--- config.mk ---
export PLATFORM = sky130hd
export DESIGN_NAME = instruction_exec
export DESIGN_NICKNAME = d
export VERILOG_FILES = /design/src/verilog/pipeline_pkg.sv /design/src/verilog/instruction_exec.sv
export SDC_FILE = /design/constraint.sdc
export NUM_CORES = 1
export LEC_CHECK = 0
export BUFFER_PORTS_ARGS = -buffer_cell sky130_fd_sc_hd__buf_2
export CAP_MARGIN = 20
export CORE_MARGIN = 5
export CORE_UTILIZATION = 40
export CTS_BUF_LIST = sky130_fd_sc_hd__clkbuf_4
export CTS_CLUSTER_DIAMETER = 60
export DETAILED_ROUTE_END_ITERATION = 12
export PLACE_DENSITY = 0.67
export SLEW_MARGIN = 20
export SYNTH_ARGS = -nofsm -noshare
export SYNTH_HDL_FRONTEND = slang
export SYNTH_SLANG_ARGS = --single-unit
--- constraint.sdc ---
create_clock -name i_clk -period 4.4 [get_ports i_clk]
set_clock_uncertainty 0.2 [all_clocks]
set_input_delay 0.66 -clock i_clk [delete_from_list [all_inputs] [get_ports i_clk]]
set_output_delay 0.66 -clock i_clk [all_outputs]
set_load 0.005 [all_outputs]
--- src/verilog/pipeline_pkg.sv ---
`default_nettype none

package pipeline_pkg;

    // ########################################
    // widths and memory sizes
    // ########################################

    typedef logic [31:0] word_t;
    typedef logic [4:0]  reg_addr_t;
    typedef logic [5:0]  opcode_t;

    localparam int IMEM_DEPTH = 64;
    localparam int DMEM_DEPTH = 64;
    localparam int IMEM_AW    = $clog2(IMEM_DEPTH);  // word index, pc bits 7:2.
    localparam int DMEM_AW    = $clog2(DMEM_DEPTH);

    // ########################################
    // encodings
    // ########################################

    localparam opcode_t OP_RTYPE = 6'h00;
    localparam opcode_t OP_ADDIU = 6'h09;
    localparam opcode_t OP_LW    = 6'h23;
    localparam opcode_t OP_SW    = 6'h2b;
    localparam opcode_t OP_J     = 6'h02;
    localparam opcode_t OP_HALT  = 6'h3f;

    // funct field of r-type.
    localparam logic [5:0] FN_ADDU = 6'h21;
    localparam logic [5:0] FN_SUBU = 6'h23;
    localparam logic [5:0] FN_AND  = 6'h24;
    localparam logic [5:0] FN_OR   = 6'h25;
    localparam logic [5:0] FN_SLT  = 6'h2a;

    typedef enum logic [2:0] {ALU_ADD, ALU_SUB, ALU_AND, ALU_OR, ALU_SLT} alu_op_e;

    typedef enum logic [1:0] {FWD_NONE, FWD_MEM, FWD_WB} fwd_sel_e;

    // ########################################
    // stage latches
    // ########################################

    typedef struct packed {
        word_t instruction;
        word_t pc;
    } if_id_t;

    typedef struct packed {
        word_t     ra;
        word_t     rb;
        reg_addr_t rs;
        reg_addr_t rt;
        reg_addr_t dest;
        word_t     imm;
        alu_op_e   alu_op;
        logic      alu_src_imm;
        logic      mem_read;
        logic      mem_write;
        logic      reg_write;
        logic      is_halt;
    } id_ex_t;

    typedef struct packed {
        word_t     alu_result;
        word_t     store_data;
        reg_addr_t dest;
        logic      mem_read;
        logic      mem_write;
        logic      reg_write;
        logic      is_halt;
    } ex_mem_t;

    typedef struct packed {
        word_t     write_data;
        reg_addr_t dest;
        logic      reg_write;
        logic      is_halt;
    } mem_wb_t;

endpackage

`default_nettype wire

--- src/verilog/instruction_exec.sv ---
`default_nettype none

module instruction_exec
    import pipeline_pkg::*;
(
    input  wire           i_clk,
    input  wire           i_rst,
    input  wire           i_halt,
    input  wire id_ex_t   i_id_ex,
    input  wire fwd_sel_e i_fwd_a,
    input  wire fwd_sel_e i_fwd_b,
    input  wire word_t    i_mem_forward,
    input  wire word_t    i_wb_forward,
    output ex_mem_t       o_ex_mem
);

    word_t op_a;
    word_t op_b;
    word_t rt_val;
    word_t alu_result;

    function automatic word_t fwd_mux(fwd_sel_e sel, word_t reg_val,
                                      word_t mem_val, word_t wb_val);
        case (sel)
            FWD_MEM: return mem_val;
            FWD_WB:  return wb_val;
            default: return reg_val;
        endcase
    endfunction

    assign op_a   = fwd_mux(i_fwd_a, i_id_ex.ra, i_mem_forward, i_wb_forward);
    assign rt_val = fwd_mux(i_fwd_b, i_id_ex.rb, i_mem_forward, i_wb_forward);
    assign op_b   = i_id_ex.alu_src_imm ? i_id_ex.imm : rt_val;

    // ########################################
    // alu
    // ########################################

    always_comb begin
        case (i_id_ex.alu_op)
            ALU_ADD: alu_result = op_a + op_b;
            ALU_SUB: alu_result = op_a - op_b;
            ALU_AND: alu_result = op_a & op_b;
            ALU_OR:  alu_result = op_a | op_b;
            ALU_SLT: alu_result = {31'd0, $signed(op_a) < $signed(op_b)};  // signed.
            default: alu_result = op_a + op_b;
        endcase
    end

    always_ff @(posedge i_clk) begin
        if (i_rst) begin
            o_ex_mem <= '0;
        end else if (!i_halt) begin
            o_ex_mem.alu_result <= alu_result;
            o_ex_mem.store_data <= rt_val;  // forwarded rt for sw.
            o_ex_mem.dest       <= i_id_ex.dest;
            o_ex_mem.mem_read   <= i_id_ex.mem_read;
            o_ex_mem.mem_write  <= i_id_ex.mem_write;
            o_ex_mem.reg_write  <= i_id_ex.reg_write;
            o_ex_mem.is_halt    <= i_id_ex.is_halt;
        end
    end

endmodule

`default_nettype wire

==> flow_summary.toml, run 1 <==
[status]
status = "completed"

[die]
core_area_um2 = 22000
rows = 54
io_pins = 263
die_y_um = 160
start_util_pct = 40.9
dieArea_um2 = 25600
die_x_um = 160

[clock_network]
cts.repair.resized = 0
holdBufCountCts = 0
post-cts-setup-buffers = 0
clock_latency_ns = 0.49
numCtsBuffers = 9
cts_tree = "built"
cts_root_buf = "clkbuf_4"
numClockSinks = 73
cts_buffer_depth = 2
clk_pin_slew_ns = 0.17
htreeDepth = 3

[timing]
timing.setup.tns_ns = 0
rsz0062_at_grt = "false"
finalCriticalPeriod_ns = 4.26
max_freq_ghz = 0.235
drv_slew = 0
tightest_slew_ns = 1.05
setup_violations = 0
relSlewSlack_pct = 29.9
period_share_pct = 96.8
finalHoldViolCount = 0

[route]
via_count = 11600
drtIter0Drc = 948
firstDrtPassIters = 7
avgViaCountPerCell = 5.67
totalWireLength_um = 38000
drc = 0
avgRoutedWirePerCell_um = 18.6
antenna_left = 0

[synth]
netlist.top_cell.by_area = "dfxtp_1"
ys_warn_count = 0
synth-edff-count = 0
ys_ff_latch = 73
syn_nets = 1628
synthTopCellsByArea = "dfxtp_1 16%, ha_1 14%, a21oi_1 7.9%, nor2_1 7.8%, o21ai_0 6.4%"
yosys-top-cells-count = "186 x nor2_1, 143 x a21oi_1, 118 x inv_1"
ys_seq_area_share_pct = 16.2
synth_cell_type_count = 76
syn_avg_cell_area_um2 = 6.74
syn_inst = 1336
synthFlopType = "dfxtp_1"
synthArstFlopShare_pct = 0
synth.most_common_cell = "nor2_1"
synth_top_area_share_pct = 16.2
syn-cell-area_um2 = 9000

[global_routing]
grt_antenna_before_repair = 6
grt_pass1_vias = 11000
grtUsageTotal_pct = 28.0
grt_max_degree = 59
grt_pass1_wl_um = 58600
globalRouteOverflowTotal = 0

[worst_setup_path]
critPathMaxFanout = 19
crit_path_start_kind = "input pin"
worst_r2r_path_depth = 2
r2r-start = "o_ex_mem[51]$_SDFFE_PP0N_"
arrival_ns = 4.38
path_class = "input pin to register"
r2r_setup_slack_ns = 3.28
crit_start = "i_fwd_b[0]"
endpoint = "o_ex_mem[60]$_SDFFE_PP0N_"
worstPathRequired_ns = 4.52
r2r-end = "o_ex_mem[51]$_SDFFE_PP0N_"
cp-end-kind = "register"

[cells_and_area]
synthToLayoutAreaGrowth_pct = 38.1
largest_reg_flops = 73
final_util_pct = 56.4
design_area_um2 = 12400
registers.top_by_ff_count = "o_ex_mem"
layout-drive-gt1-share_pct = 31.5
layout.filler_cells = 2243
nets = 2050
largestRegisters = "o_ex_mem x73"

[place]
dpl-instance-area_um2 = 12300
gp_congestion = 0.988
dp_hpwl_um = 30800
portBuffers = 252

[flow_run]
cap_violations = 0

[hold_path]
hold_class = "input pin to register"

[pwr]
ir_drop_mv = 0.125
finalPower_uw = 3380
p_leak_uw = 0.00611
power.density_nw_per_um2 = 272
## critical path: stages
cell and delay (ns):
buf_2 0.11, inv_1 0.06, ha_2 0.24, buf_4 0.27
a22oi_1 0.12, nor2_1 0.12, a21oi_1 0.06, o21ai_0 0.36
buf_4 0.19, ha_1 0.23, a21o_1 0.18, a21oi_1 0.14
o21bai_1 0.13, or3b_2 0.46, a311oi_1 0.28, buf_4 0.18
nor3_1 0.05, a2111oi_0 0.42, a2111oi_0 0.12
## power by group
part	switching (µW)	total, µW	internal, µW
combinational	1170	2160	983
sequential	33.3	753	720
clock	299	471	172
## through the flow
stage,worst slack [ns],std cells,hold WS [ns]
finish,0.139,2045,0.183
global route,0.000886,2044,0.176
CTS,0.205,2043,0.159
detailed placement,-0.327,2027,0.264
global placement,-0.293,2027,0.257
floorplan,0.0679,1336,0.264
## layout make-up
class / count / area, µm² / area share, %
clock inverter: 7 / 71.3 / 0.574
inverter: 118 / 443 / 3.56
multi-input combinational: 1050 / 6780 / 54.5
antenna: 2 / 5.00 / 0.0403
sequential: 73 / 1460 / 11.8
timing repair buffer: 506 / 3260 / 26.2
clock buffer: 9 / 67.6 / 0.543
tap: 280 / 350 / 2.82
## how the worst min path moves through the flow
stage                                      to  slack [ns]  depth (start not counted)                      start
global route         o_ex_mem[6]$_SDFFE_PP0N_        0.18                          3                i_id_ex[42]
detailed placement  o_ex_mem[68]$_SDFFE_PP0N_        0.26                          2  o_ex_mem[68]$_SDFFE_PP0N_
global placement    o_ex_mem[68]$_SDFFE_PP0N_        0.26                          2  o_ex_mem[68]$_SDFFE_PP0N_
floorplan           o_ex_mem[68]$_SDFFE_PP0N_        0.26                          2  o_ex_mem[68]$_SDFFE_PP0N_
CTS                  o_ex_mem[0]$_SDFFE_PP0N_        0.16                          3                 i_id_ex[0]
finish               o_ex_mem[0]$_SDFFE_PP0N_        0.18                          3                 i_id_ex[0]
## routing by layer
metal	up-vias	track usage, %	wire length [µm]
met1	5343	37.8	16300
met2	557	46.1	17300
met4	6	6.65	790
li1	5620	-	-
met5	-	0	28
met3	67	5.80	3530
## kinds of logic after synthesis
logic type | after synthesis | synth area share, %
AOI/OAI and AO/OA | 512 | 37.6
muxes | 17 | 1.90
buffers and inverters | 213 | 9.10
DFF | 73 | 16.2
and+or+nand+nor | 408 | 19.8
adders and majority gates | 102 | 14.3
xor gates and xnor gates | 11 | 1.07
## layout by cell type, fill, tap and decap left out, types with 17 or more instances in the layout
master	instances
dfxtp_1	73
a221oi_1	19
nor2b_1	22
nor2_1	186
inv_1	118
buf_4	248
a22oi_1	67
nand2_1	110
nand3_1	19
ha_1	98
nor3_1	21
buf_2	251
a21o_1	17
a21oi_1	142
a211oi_1	26
o21ai_0	115
No activity file was read; power rests on OpenSTA's default activity.
==> run 2, diff against run 1 <==
--- a/config.mk
+++ b/config.mk
@@ -7,4 +7,6 @@
 export LEC_CHECK = 0
+export ABC_CLOCK_PERIOD_IN_PS = 4400
 export BUFFER_PORTS_ARGS = -buffer_cell sky130_fd_sc_hd__buf_2
 export CAP_MARGIN = 20
+export CORE_ASPECT_RATIO = 0.5
 export CORE_MARGIN = 5
==> constraint.sdc (replaced) <==
create_clock -name i_clk -period 4.4 [get_ports i_clk]
set_clock_uncertainty 0.2 [all_clocks]
set_input_delay 0.88 -clock i_clk [delete_from_list [all_inputs] [get_ports i_clk]]
set_output_delay 0.88 -clock i_clk [all_outputs]
set_load 0.005 [all_outputs]
==> run 2 against run 1 <==
Die area grew 0.71%. Hold slack gained 0.098 ns. Sequential share of layout area shrank 1.1 points. Global-route usage grew 5.4 points. Via count grew 6.9%. Critical path type unchanged. Largest power group unchanged.
==> flow_summary.toml, run 2 (synthesis results as in run 1) <==
[cells_and_area]
final_util_pct = 62.3
nets = 2171
synthToLayoutAreaGrowth_pct = 51.7
layout.filler_cells = 2099
layout-drive-gt1-share_pct = 38.2
mostFrequentLayoutCell = "buf_4"
largestRegisters = "o_ex_mem x73"
instances_no_fill = 2188
final_cell_mix = "370 x buf_4, 250 x buf_2, 184 x nor2_1, 125 x a21oi_1, 116 x inv_1"
registers.top_by_ff_count = "o_ex_mem"
largest_reg_flops = 73

[timing]
finalCriticalPeriod_ns = 4.29
finalHoldViolCount = 0
tightest_slew_ns = 1.02
setup_violations = 0
rsz0062_at_grt = "true"
drv_slew = 0
period_share_pct = 97.6
hold_slack_ns = 0.280
relSlewSlack_pct = 31.8
max_freq_ghz = 0.233

[die]
die_y_um = 116
rows = 38
core_area_um2 = 21900
io_pins = 263
dieArea_um2 = 25800
start_util_pct = 41.1
die_x_um = 222

[worst_setup_path]
path_class = "input pin to register"
r2r_setup_slack_ns = 3.25
worst_r2r_path_depth = 2
r2r-end = "o_ex_mem[60]$_SDFFE_PP0N_"
r2r-start = "o_ex_mem[60]$_SDFFE_PP0N_"
cp-end-kind = "register"
crit_path_start_kind = "input pin"
worstPathRequired_ns = 4.68
critPathMaxFanout = 13
arrival_ns = 4.58

[global_routing]
grt_pass1_vias = 12000
grt_antenna_before_repair = 5
grt_max_degree = 59
grtUsageTotal_pct = 33.4
grt_pass1_wl_um = 67200
globalRouteOverflowTotal = 0

[place]
place_inst = 2164
gp_congestion = 0.999
dp_hpwl_um = 36300
portBuffers = 252

[hold_path]
hold_class = "register to register"
hold_depth = 2
holdCritStartpoint = "o_ex_mem[59]$_SDFFE_PP0N_"
min_to = "o_ex_mem[59]$_SDFFE_PP0N_"

[clock_network]
cts_tree = "built"
numCtsBuffers = 9
clock_latency_ns = 0.55
cts_buffer_depth = 2
cts_root_buf = "clkbuf_4"
holdBufCountCts = 0
numClockSinks = 73
htreeDepth = 3
clk_pin_slew_ns = 0.16

[route]
avgRoutedWirePerCell_um = 20.6
totalWireLength_um = 45000
antenna_left = 0
drc = 0
drtIter0Drc = 1272
via_count = 12400
firstDrtPassIters = 6
avgViaCountPerCell = 5.66

[pwr]
power.density_nw_per_um2 = 280
ir_drop_mv = 0.206
p_leak_uw = 0.00674

[flow_run]
cap_violations = 0

[status]
status = "completed"
[run 2: changes by cell type in the layout (fill, tap and decap cells not counted), moves of 5 or more]
cell,change
buf_4,+122
a21oi_1,-17
a21oi_2,+17
o21ai_0,-15
o21ai_1,+13
ha_1,-8
ha_4,+5
[run 2: where the power goes]
group	total, µW	switching [µW]	internal (µW)	leakage, µW
Combinational	2510	1330	1180	0.00606
Sequential	752	32.3	720	0.000602
Clock	562	333	230	0.0000845
Total	3820	1700	2130	0.00674
[run 2: worst max-delay path by stage]
stage,endpoint,start,depth (start not counted),slack [ns]
floorplan,o_ex_mem[68]$_SDFFE_PP0N_,i_fwd_b[0],17,-0.0001
global placement,o_ex_mem[65]$_SDFFE_PP0N_,i_fwd_b[0],18,-0.72
detailed placement,o_ex_mem[67]$_SDFFE_PP0N_,i_fwd_b[0],18,-0.71
CTS,o_ex_mem[68]$_SDFFE_PP0N_,i_fwd_b[1],19,0.01
global route,o_ex_mem[63]$_SDFFE_PP0N_,i_fwd_b[0],23,0.005
finish,o_ex_mem[67]$_SDFFE_PP0N_,i_fwd_a[0],15,0.11
[run 2: area by class of cell]
cell class / count / area (µm²) / share of cell area [%]
tap: 300 / 375 / 2.75
clock buffer: 9 / 67.6 / 0.495
inverter: 118 / 443 / 3.24
clock inverter: 6 / 90.1 / 0.659
sequential: 73 / 1460 / 10.7
antenna: 5 / 12.5 / 0.0916
timing repair buffer: 627 / 4170 / 30.5
multi-input combinational: 1050 / 7040 / 51.6
[run 2: critical path: stages]
cell and delay (ns):
buf_2 0.10, inv_1 0.04, ha_1 0.32, buf_4 0.20, buf_4 0.18, o21ai_0 0.45
buf_4 0.21, ha_2 0.34, or4_2 0.75, buf_4 0.19, o21bai_4 0.13, a21o_4 0.15
nand3_2 0.08, a21o_1 0.20, a2111oi_4 0.36
[run 2: through the flow]
step / total power (µW) / setup TNS (ns) / setup WS (ns) / instance area (µm²)
floorplan: 1910 / -0.000123 / -0.000123 / 9030
global placement: 3070 / -12.58 / -0.720 / 13100
detailed placement: 3110 / -13.21 / -0.711 / 13100
CTS: 3680 / 0 / 0.00990 / 13300
global route: 4050 / 0 / 0.00456 / 13700
finish: 3820 / 0 / 0.106 / 13700
[run 2: repair_timing]
item,4_1_cts,5_1_grt
endpoints found under the hold margin,0,0
setup endpoints to repair,12,22
setup buffers,0,3
pin swaps,0,12
resized for setup,5,71
[run 2: layer usage]
metal  vias up  GRT usage [%]  part of all wire (%)
met5         -              0                 0.047
met4         4           8.58                   1.9
met3        75           7.57                    10
met2       582           51.1                    42
met1      5860           47.8                    46
li1       5870              -                     -
