File: src/verilog/pipeline_pkg.sv
`default_nettype none

package pipeline_pkg;

    // ########################################
    // widths and memory sizes
    // ########################################

    typedef logic [31:0] word_t;
    typedef logic [4:0]  reg_addr_t;
    typedef logic [5:0]  opcode_t;

    localparam int IMEM_DEPTH = 64;
    localparam int DMEM_DEPTH = 64;
    localparam int IMEM_AW    = $clog2(IMEM_DEPTH);  // word index, pc bits 7:2.
    localparam int DMEM_AW    = $clog2(DMEM_DEPTH);

    // ########################################
    // encodings
    // ########################################

    localparam opcode_t OP_RTYPE = 6'h00;
    localparam opcode_t OP_ADDIU = 6'h09;
    localparam opcode_t OP_LW    = 6'h23;
    localparam opcode_t OP_SW    = 6'h2b;
    localparam opcode_t OP_J     = 6'h02;
    localparam opcode_t OP_HALT  = 6'h3f;

    // funct field of r-type.
    localparam logic [5:0] FN_ADDU = 6'h21;
    localparam logic [5:0] FN_SUBU = 6'h23;
    localparam logic [5:0] FN_AND  = 6'h24;
    localparam logic [5:0] FN_OR   = 6'h25;
    localparam logic [5:0] FN_SLT  = 6'h2a;

    typedef enum logic [2:0] {ALU_ADD, ALU_SUB, ALU_AND, ALU_OR, ALU_SLT} alu_op_e;

    typedef enum logic [1:0] {FWD_NONE, FWD_MEM, FWD_WB} fwd_sel_e;

    // ########################################
    // stage latches
    // ########################################

    typedef struct packed {
        word_t instruction;
        word_t pc;
    } if_id_t;

    typedef struct packed {
        word_t     ra;
        word_t     rb;
        reg_addr_t rs;
        reg_addr_t rt;
        reg_addr_t dest;
        word_t     imm;
        alu_op_e   alu_op;
        logic      alu_src_imm;
        logic      mem_read;
        logic      mem_write;
        logic      reg_write;
        logic      is_halt;
    } id_ex_t;

    typedef struct packed {
        word_t     alu_result;
        word_t     store_data;
        reg_addr_t dest;
        logic      mem_read;
        logic      mem_write;
        logic      reg_write;
        logic      is_halt;
    } ex_mem_t;

    typedef struct packed {
        word_t     write_data;
        reg_addr_t dest;
        logic      reg_write;
        logic      is_halt;
    } mem_wb_t;

endpackage

`default_nettype wire

File: src/verilog/hazard_unit.sv
`default_nettype none

module hazard_unit
    import pipeline_pkg::*;
(
    input  wire reg_addr_t i_rs_id,
    input  wire reg_addr_t i_rt_id,
    input  wire id_ex_t    i_id_ex,
    input  wire ex_mem_t   i_ex_mem,
    input  wire mem_wb_t   i_mem_wb,
    output fwd_sel_e       o_fwd_a,
    output fwd_sel_e       o_fwd_b,
    output logic           o_stall
);

    // ########################################
    // forwarding into execute
    // ########################################

    // the younger result in mem wins over wb.
    function automatic fwd_sel_e pick_fwd(reg_addr_t src, ex_mem_t ex_mem, mem_wb_t mem_wb);
        if (src == '0) begin
            return FWD_NONE;
        end
        if (ex_mem.reg_write && ex_mem.dest == src) begin
            return FWD_MEM;
        end
        if (mem_wb.reg_write && mem_wb.dest == src) begin
            return FWD_WB;
        end
        return FWD_NONE;
    endfunction

    assign o_fwd_a = pick_fwd(i_id_ex.rs, i_ex_mem, i_mem_wb);
    assign o_fwd_b = pick_fwd(i_id_ex.rt, i_ex_mem, i_mem_wb);

    // ########################################
    // load-use stall
    // ########################################

    logic load_in_ex;

    assign load_in_ex = i_id_ex.mem_read && (i_id_ex.dest != '0);

    assign o_stall = load_in_ex
                  && ((i_id_ex.dest == i_rs_id) || (i_id_ex.dest == i_rt_id));

endmodule

`default_nettype wire

File: config.mk
export PLATFORM = sky130hd
export DESIGN_NAME = hazard_unit
export DESIGN_NICKNAME = d
export VERILOG_FILES = /design/src/verilog/pipeline_pkg.sv /design/src/verilog/hazard_unit.sv
export SDC_FILE = /design/constraint.sdc
export NUM_CORES = 1
export LEC_CHECK = 0
export ABC_AREA = 1
export BUFFER_PORTS_ARGS = -buffer_cell sky130_fd_sc_hd__buf_4
export CAP_MARGIN = 20
export CORE_AREA = 2 2 95 97
export DETAILED_ROUTE_END_ITERATION = 12
export DIE_AREA = 0 0 97 99
export PLACE_DENSITY_LB_ADDON = 0.12
export SYNTH_ARGS = -nofsm -noshare
export SYNTH_HDL_FRONTEND = slang
export SYNTH_SLANG_ARGS = --single-unit
File: constraint.sdc
create_clock -name vclk -period 0.8
set_input_delay 0.04 -clock vclk [all_inputs]
set_output_delay 0.04 -clock vclk [all_outputs]
set_load 0.03 [all_outputs]
==> results.cfg, run 1 <==
[status]
status = finished, violations left
violations = negative setup slack

[final_layout]
multi_input_comb_area_um2 = 594
drive_gt1_frac = 0.560
final_area_um2 = 1280
nNetsFinal = 409
clkbuf_count = 0
final_common_cell = nand2_1
fin_util = 0.150
synthToLayoutAreaGrowth_pct = 127
seq_cells = 0
regArea_um2 = 0
layout_common_cells = nand2_1, buf_4, buf_6
diodes = 0
fillers = 984
final_cells = 274

[timing]
final_hold_viol_count = 0
worstMarginPinSlew_ps = 195
drv_slew = 0
final.setup.worst_slack_ps = -92.6
fin_setup_tns_ps = -306
slew-limit-headroom = 0.868
fin_crit_sh = 1.12
hold_ws_ps = 448
setup_violations = 5
rsz0062_at_grt = yes
fmax_ghz = 1.12
period_minus_slack_ps = 893

[route]
routed_wirelength_mm = 2.51
viasPerCell = 3.07
first_pass_iters = 2
avgRoutedWirePerCell_um = 9.15
num_vias = 840
drc_errors = 0
drtIter0Drc = 10
ant_nets = 0

[global_route]
grtUsageTotal = 0.0483
grt_pass1_wl_mm = 3.91
grt_pass1_vias = 852
overflow = 0
antenna_found_initial = 0
grt_max_degree = 5

[cts]
hold_buffers = 0
post_cts_buffers = 0

[logic_synthesis]
yosys_warnings = 0
synth.distinct_cells = 16
syn_area_um2 = 564
synth_area_per_cell_um2 = 4.78
netlist_instances = 118
synth_nets = 359
yosysSeqAreaShare = 0

[placed_design]
place_area_um2 = 1070
dp_hpwl_mm = 2.26
gp_congestion = 0.746
place_inst = 274
numPortBuffers = 43

[critical_path]
worstSetupStartpointType = input port
required_ps = 760
critPathMaxFanout = 3
critical_path.endpoint_type = output port
worst-setup-path-type = in2out
worstPathArrival_ps = 850

[hold_path]
hold_path_class = in2out

[die]
fp.coreArea_um2 = 8550
ioPinCount = 246
fp.dieH_um = 99
die_x_um = 97
rows = 34
initial_utilization = 0.0660
dieArea_um2 = 9600

[power]
powerDensity_nw_per_um2 = 458
ir_worst_vdd_uv = 117
p_leak_nw = 0.612

[job]
cap_violations = 0
==> cells by family after synthesis <==
family,after synthesis,synth area share
and+or+nand+nor,77,0.616
xor gates and xnor gates,10,0.155
buffers and inverters,25,0.166
AOI/OAI and AO/OA,6,0.0621
==> area by class of cell <==
type / instances / area share
timing repair buffer: 48 / 0.348
tap: 108 / 0.105
multi-input combinational: 93 / 0.463
inverter: 25 / 0.0829
==> cell usage after synthesis, drive strengths merged <==
cell type,instances,area [um^2]
nand2,47,176
inv,25,93.8
nor2,12,45.0
xnor2,9,78.8
nand4,5,31.3
nand3,4,20.0
nor3,4,40.0
a21oi,3,15.0
nand3b,3,22.5
or2,2,12.5
o211ai,1,7.51
o21a,1,7.51
o21ai,1,5.00
xor2,1,8.76
==> stage by stage <==
step | worst slack (ps) | power (mW)
detailed placement | -160 | 0.474
CTS | -137 | 0.504
global route | -177 | 0.651
finish | -92.6 | 0.588
floorplan | -9.67 | 0.211
global placement | -176 | 0.485
==> power by group <==
group	switching (mW)	internal, mW
clock	0	0
combinational	0.275	0.313
sequential	0	0
total	0.275	0.313
==> timing repair <==
action | in CTS | in global routing
cloned | 0 | 0
endpoints found under the setup margin | 5 | 5
gates resized for setup | 19 | 42
pin swaps | 14 | 29
==> final timing paths <==
| kind | start | endpoint | cells past startpoint |
|---|---|---|---|
| hold / removal | i_id_ex[3] | o_stall | 4 |
| setup / recovery | i_id_ex[51] | o_fwd_a[0] | 7 |
==> metal layers <==
layer,GRT usage,routed length [um],up-vias
met5,0,0,-
met4,0,0,0
met3,0.0142,203,0
met2,0.0871,1250,27
met1,0.0608,1050,358
li1,-,-,455
==> critical path, stage by stage <==
cell,delay (ps)
buf_6,90
inv_4,30
nand2_1,50
nand2_1,50
nand3b_1,210
nor3_2,190
buf_4,190
(Power assumes the default switching activity.)
==> inputs of run 2 (changes only) <==
ABC_AREA = unset   (was 1)
clock period = 1.1 ns   (was 0.8 ns; I/O delays follow)
==> run 2 against run 1 <==
- the run still ends with negative setup slack left
- global-route usage is 0.33 points lower
- core utilization is 1.7 points lower
- die area is the same
- synthesized area down 25%
- final area fell by 12%
- final cell count shrank 21%
- sequential share of layout area did not move
- combinational power shrank 36%
- non-clock buffer count rose by 7
- count of clock-buffer cells in the layout did not move
- critical path type unchanged
==> results.cfg, run 2 <==
[route]
drc_errors = 0
routed_wirelength_mm = 2.23
num_vias = 588
ant_nets = 0
avgRoutedWirePerCell_um = 10.3
drtIter0Drc = 13
first_pass_iters = 2
viasPerCell = 2.72

[logic_synthesis]
yosysMostFrequentCell = xnor2_1
synth_nets = 294
yosys_warnings = 0
syn_area_um2 = 425
synth_area_leaders = xnor2_1, xor2_1, nor4b_2
synth_area_per_cell_um2 = 8.03
netlist_top_cells_count = xnor2_1, xor2_1, nand3_1
yosysSeqAreaShare = 0
synth.distinct_cells = 14
netlist_instances = 53
synth_top_cell_by_area = xnor2_1
synth_top_area_share = 0.329

[timing]
rsz0062_at_grt = yes
fin_crit_sh = 1.09
setup_violations = 4
hold_ws_ps = 477
final.setup.worst_slack_ps = -93.8
fmax_ghz = 0.838
drv_slew = 0
period_minus_slack_ps = 1190
slew-limit-headroom = 0.832
final_hold_viol_count = 0
worstMarginPinSlew_ps = 250

[hold_path]
min_from = i_ex_mem[1]
hold_depth = 4
hold_path_class = in2out
whs_endpoint = o_fwd_a[0]

[critical_path]
crit_slowest_cell = or4_4
worstPathArrival_ps = 1140
required_ps = 1040
worst-setup-path-type = in2out
path_common_cell = buf_6
worstSetupStartpointType = input port
crit_buf_inv = 3
slowest_delay_ps = 540
critPathMaxFanout = 2
path_cells = buf_8, buf_6, or4_4, nor2_4, nor4b_4, buf_6
crit_family = simple AND/OR/NAND/NOR gates
worst-path-stages = 6
critical_path.endpoint_type = output port

[die]
fp.dieH_um = 99
die_x_um = 97
ioPinCount = 246
initial_utilization = 0.0498
dieArea_um2 = 9600
rows = 34
fp.coreArea_um2 = 8550

[final_layout]
synthToLayoutAreaGrowth_pct = 166
seq_cells = 0
regArea_um2 = 0
final_cells = 216
final_common_cell = buf_4
layout_common_cells = buf_4, xnor2_1, buf_6
drive_gt1_frac = 0.657
fillers = 966
final_area_um2 = 1130
diodes = 0
nNetsFinal = 351
clkbuf_count = 0

[power]
powerDensity_nw_per_um2 = 331
swShare = 0.412
p_leak_nw = 0.441
p_clk_frac = 0
combPwrFrac = 1.000
internal-power_mw = 0.221
p_switching_mw = 0.155
power_frac_seq = 0
ir_worst_vdd_uv = 117

[status]
status = finished, violations left
violations = negative setup slack

[global_route]
antenna_found_initial = 0
overflow = 0
grt_pass1_wl_mm = 3.46
grt_max_degree = 4
grt_pass1_vias = 662
grtUsageTotal = 0.0450

[cts]
post_cts_buffers = 0
hold_buffers = 0

[placed_design]
dp_hpwl_mm = 2.08
numPortBuffers = 43
place_area_um2 = 973
gp_congestion = 0.663
place_inst = 216

[job]
cap_violations = 0
-- run 2: cell count changes in the layout (fill, tap and decap cells not counted), moves of 4 or more --
cell     delta
nand2_2    -14
inv_4       -5
xnor2_2     -4
nand2_1    -31
nor2_1      -5
buf_4      +10
xor2_1     +12
inv_1      -14
inv_2       -6
xnor2_1    +11
-- run 2: logic make-up after synthesis --
kind of cell / count (synthesis) / share of synthesized area
AO/OA/AOI/OAI: 2 / 0.0235
XOR/XNOR: 30 / 0.618
AND/OR/NAND/NOR: 21 / 0.359
-- run 2: power by group through the flow --
stage	clock [mW]	sequential, mW	combinational [mW]
after floorplan	0	0	0.116
after global placement	0	0	0.325
after detailed placement	0	0	0.325
after CTS	0	0	0.343
after global routing	0	0	0.407
final	0	0	0.375
-- run 2: how the worst max path moves through the flow --
stage                      startpoint          to  slack (ps)
after detailed placement  i_ex_mem[5]  o_fwd_b[1]        -210
final                     i_id_ex[51]  o_fwd_a[1]         -90
after global routing      i_ex_mem[6]  o_fwd_b[1]        -150
after floorplan           i_ex_mem[5]  o_fwd_a[0]          50
after CTS                 i_id_ex[54]  o_fwd_a[0]        -150
after global placement    i_ex_mem[5]  o_fwd_a[1]        -210
-- run 2: through the flow --
stage               worst slack (ps)  utilization  TNS [ps]  power (mW)
CTS                             -147        0.120      -547       0.343
global route                    -151        0.133      -537       0.407
detailed placement              -208        0.114      -740       0.325
global placement                -211        0.114      -773       0.325
floorplan                       54.9            -         0       0.116
finish                         -93.8        0.133      -360       0.375
-- run 2: what timing repair did --
| item | 4_1_cts | 5_1_grt |
|---|---|---|
| resized for setup | 11 | 23 |
| endpoints found under the setup margin | 5 | 5 |
| pin swaps | 9 | 11 |
| hold endpoints to repair | 0 | 0 |
-- run 2: area by class of cell --
cell class	count	area, um^2	area share
Multi-Input combinational cell	53	510	0.450
Timing Repair Buffer	55	488	0.430
Tap cell	108	135	0.119
-- run 2: routing by layer --
layer / share of wire / wire length [um] / GRT usage
met5: 0 / 0 / 0
met4: 0 / 0 / 0
met2: 0.53 / 1180 / 0.0860
met1: 0.39 / 871 / 0.0548
met3: 0.082 / 182 / 0.00993
==> inputs of run 3 (changes only) <==
GPL_TIMING_DRIVEN = 0   (was unset)
SETUP_SLACK_MARGIN = 0.05   (was unset)
==> run 3 against run 2 <==
- the flow still finishes with violations (negative setup slack)
- setup slack better by 73 ps
- via count down 8.3%
- hold slack worse by 21 ps
- final area down 7.9%
- core utilization down 1.1 points
- first-iteration DRC count down 62%
- total power down 8.8%
- sequential share of layout area unchanged
- highest routed layer unchanged
- non-clock buffer count down 11
- die area unchanged
- critical path type unchanged
- critical path depth unchanged
==> results.cfg, run 3 (synthesis gave the netlist of run 2 again) <==
[status]
status = finished, violations left
violations = negative setup slack

[hold_path]
hold_path_class = in2out

[placed_design]
numPortBuffers = 43
dp_hpwl_mm = 2.00
place_area_um2 = 883
place_ws_ps = -208
gp_congestion = 0.660
place_inst = 204

[timing]
final.setup.worst_slack_ps = -21.3
drv_slew = 0
fin_setup_tns_ps = -48.4
period_minus_slack_ps = 1120
slew-limit-headroom = 0.831
worstMarginPinSlew_ps = 251
fin_crit_sh = 1.02
fmax_ghz = 0.892
final_hold_viol_count = 0
setup_violations = 3
rsz0062_at_grt = yes

[job]
cap_violations = 0

[final_layout]
clkbuf_count = 0
layout_common_cells = buf_4, xnor2_1, xor2_1
synthToLayoutAreaGrowth_pct = 145
seq_cells = 0
regArea_um2 = 0
nNetsFinal = 340
diodes = 0
final_cells = 205
final_common_cell = buf_4
final_area_um2 = 1040
drive_gt1_frac = 0.598

[route]
first_pass_iters = 2
ant_nets = 0
drc_errors = 0
drtIter0Drc = 5
avgRoutedWirePerCell_um = 10.2
num_vias = 539
viasPerCell = 2.63
routed_wirelength_mm = 2.08

[global_route]
grt_max_degree = 4
grtUsageTotal = 0.0419
grt_pass1_vias = 687
overflow = 0
grt_pass1_wl_mm = 3.28
antenna_found_initial = 0

[die]
fp.dieH_um = 99
ioPinCount = 246
rows = 34
initial_utilization = 0.0498
dieArea_um2 = 9600
die_x_um = 97
fp.coreArea_um2 = 8550

[power]
p_leak_nw = 0.391
ir_worst_vdd_uv = 87.1
powerDensity_nw_per_um2 = 328

[critical_path]
worstSetupStartpointType = input port
worst-setup-path-type = in2out
crit_start = i_ex_mem[6]
critical_path.endpoint_type = output port
required_ps = 1040
cp-endpoint = o_fwd_b[1]
critPathMaxFanout = 2
worstPathArrival_ps = 1070
==> run 3: cell count changes in the layout (fill, tap and decap cells not counted), moves of 2 or more <==
| cell | delta |
|---|---|
| buf_4 | -7 |
| buf_6 | -6 |
| nor3_1 | +2 |
| nor3_2 | -2 |
| nand3_4 | -2 |
==> run 3: layout make-up <==
class              count  area [um^2]
fillers              970         7510
multi-input cells     53          505
well taps            108          135
repair buffers        44          403
==> run 3: worst max-delay path: stages <==
cell and delay, ps:
buf_8 100, xor2_2 160, nor4_2 300, nand3_1 150
nor4b_4 160, buf_6 140
==> run 3: worst min path at each step <==
stage | start | to | slack (ps) | cells after the start
4_1_cts | i_id_ex[3] | o_stall | 500 | 4
3_3_place_gp | i_id_ex[3] | o_stall | 500 | 4
5_1_grt | i_ex_mem[1] | o_fwd_a[0] | 480 | 4
6_report | i_ex_mem[1] | o_fwd_a[0] | 460 | 4
2_1_floorplan | i_mem_wb[1] | o_fwd_a[1] | 250 | 2
3_5_place_dp | i_id_ex[3] | o_stall | 490 | 4
==> run 3: timing repair <==
item | in CTS | in global routing
resized for setup | 16 | 15
setup endpoints to repair | 5 | 5
hold buffers | 0 | 0
endpoints found under the hold margin | 0 | 0
cloned | 0 | 0
pin swaps | 11 | 7
buffers inserted | 1 | 0
==> run 3: power by group <==
group	total [mW]	switching, mW	internal, mW	leakage [nW]
clock	0	0	0	0
sequential	0	0	0	0
combinational	0.342	0.141	0.201	0.391
total	0.342	0.141	0.201	0.391
==> run 3: per-layer routing <==
metal	vias to the layer above	global-route usage	routed length, um	share of wire
met3	0	0.0156	216	0.10
met1	238	0.0451	774	0.37
met5	-	0	0	0
met4	0	0	0	0
met2	30	0.0828	1090	0.52
li1	271	-	-	-
==> run 3: stage by stage <==
stage,util,hold slack [ps],total power [mW]
2_1_floorplan,-,249,0.116
3_3_place_gp,0.103,499,0.290
3_5_place_dp,0.103,493,0.290
4_1_cts,0.113,500,0.321
5_1_grt,0.122,475,0.370
6_report,0.122,455,0.342
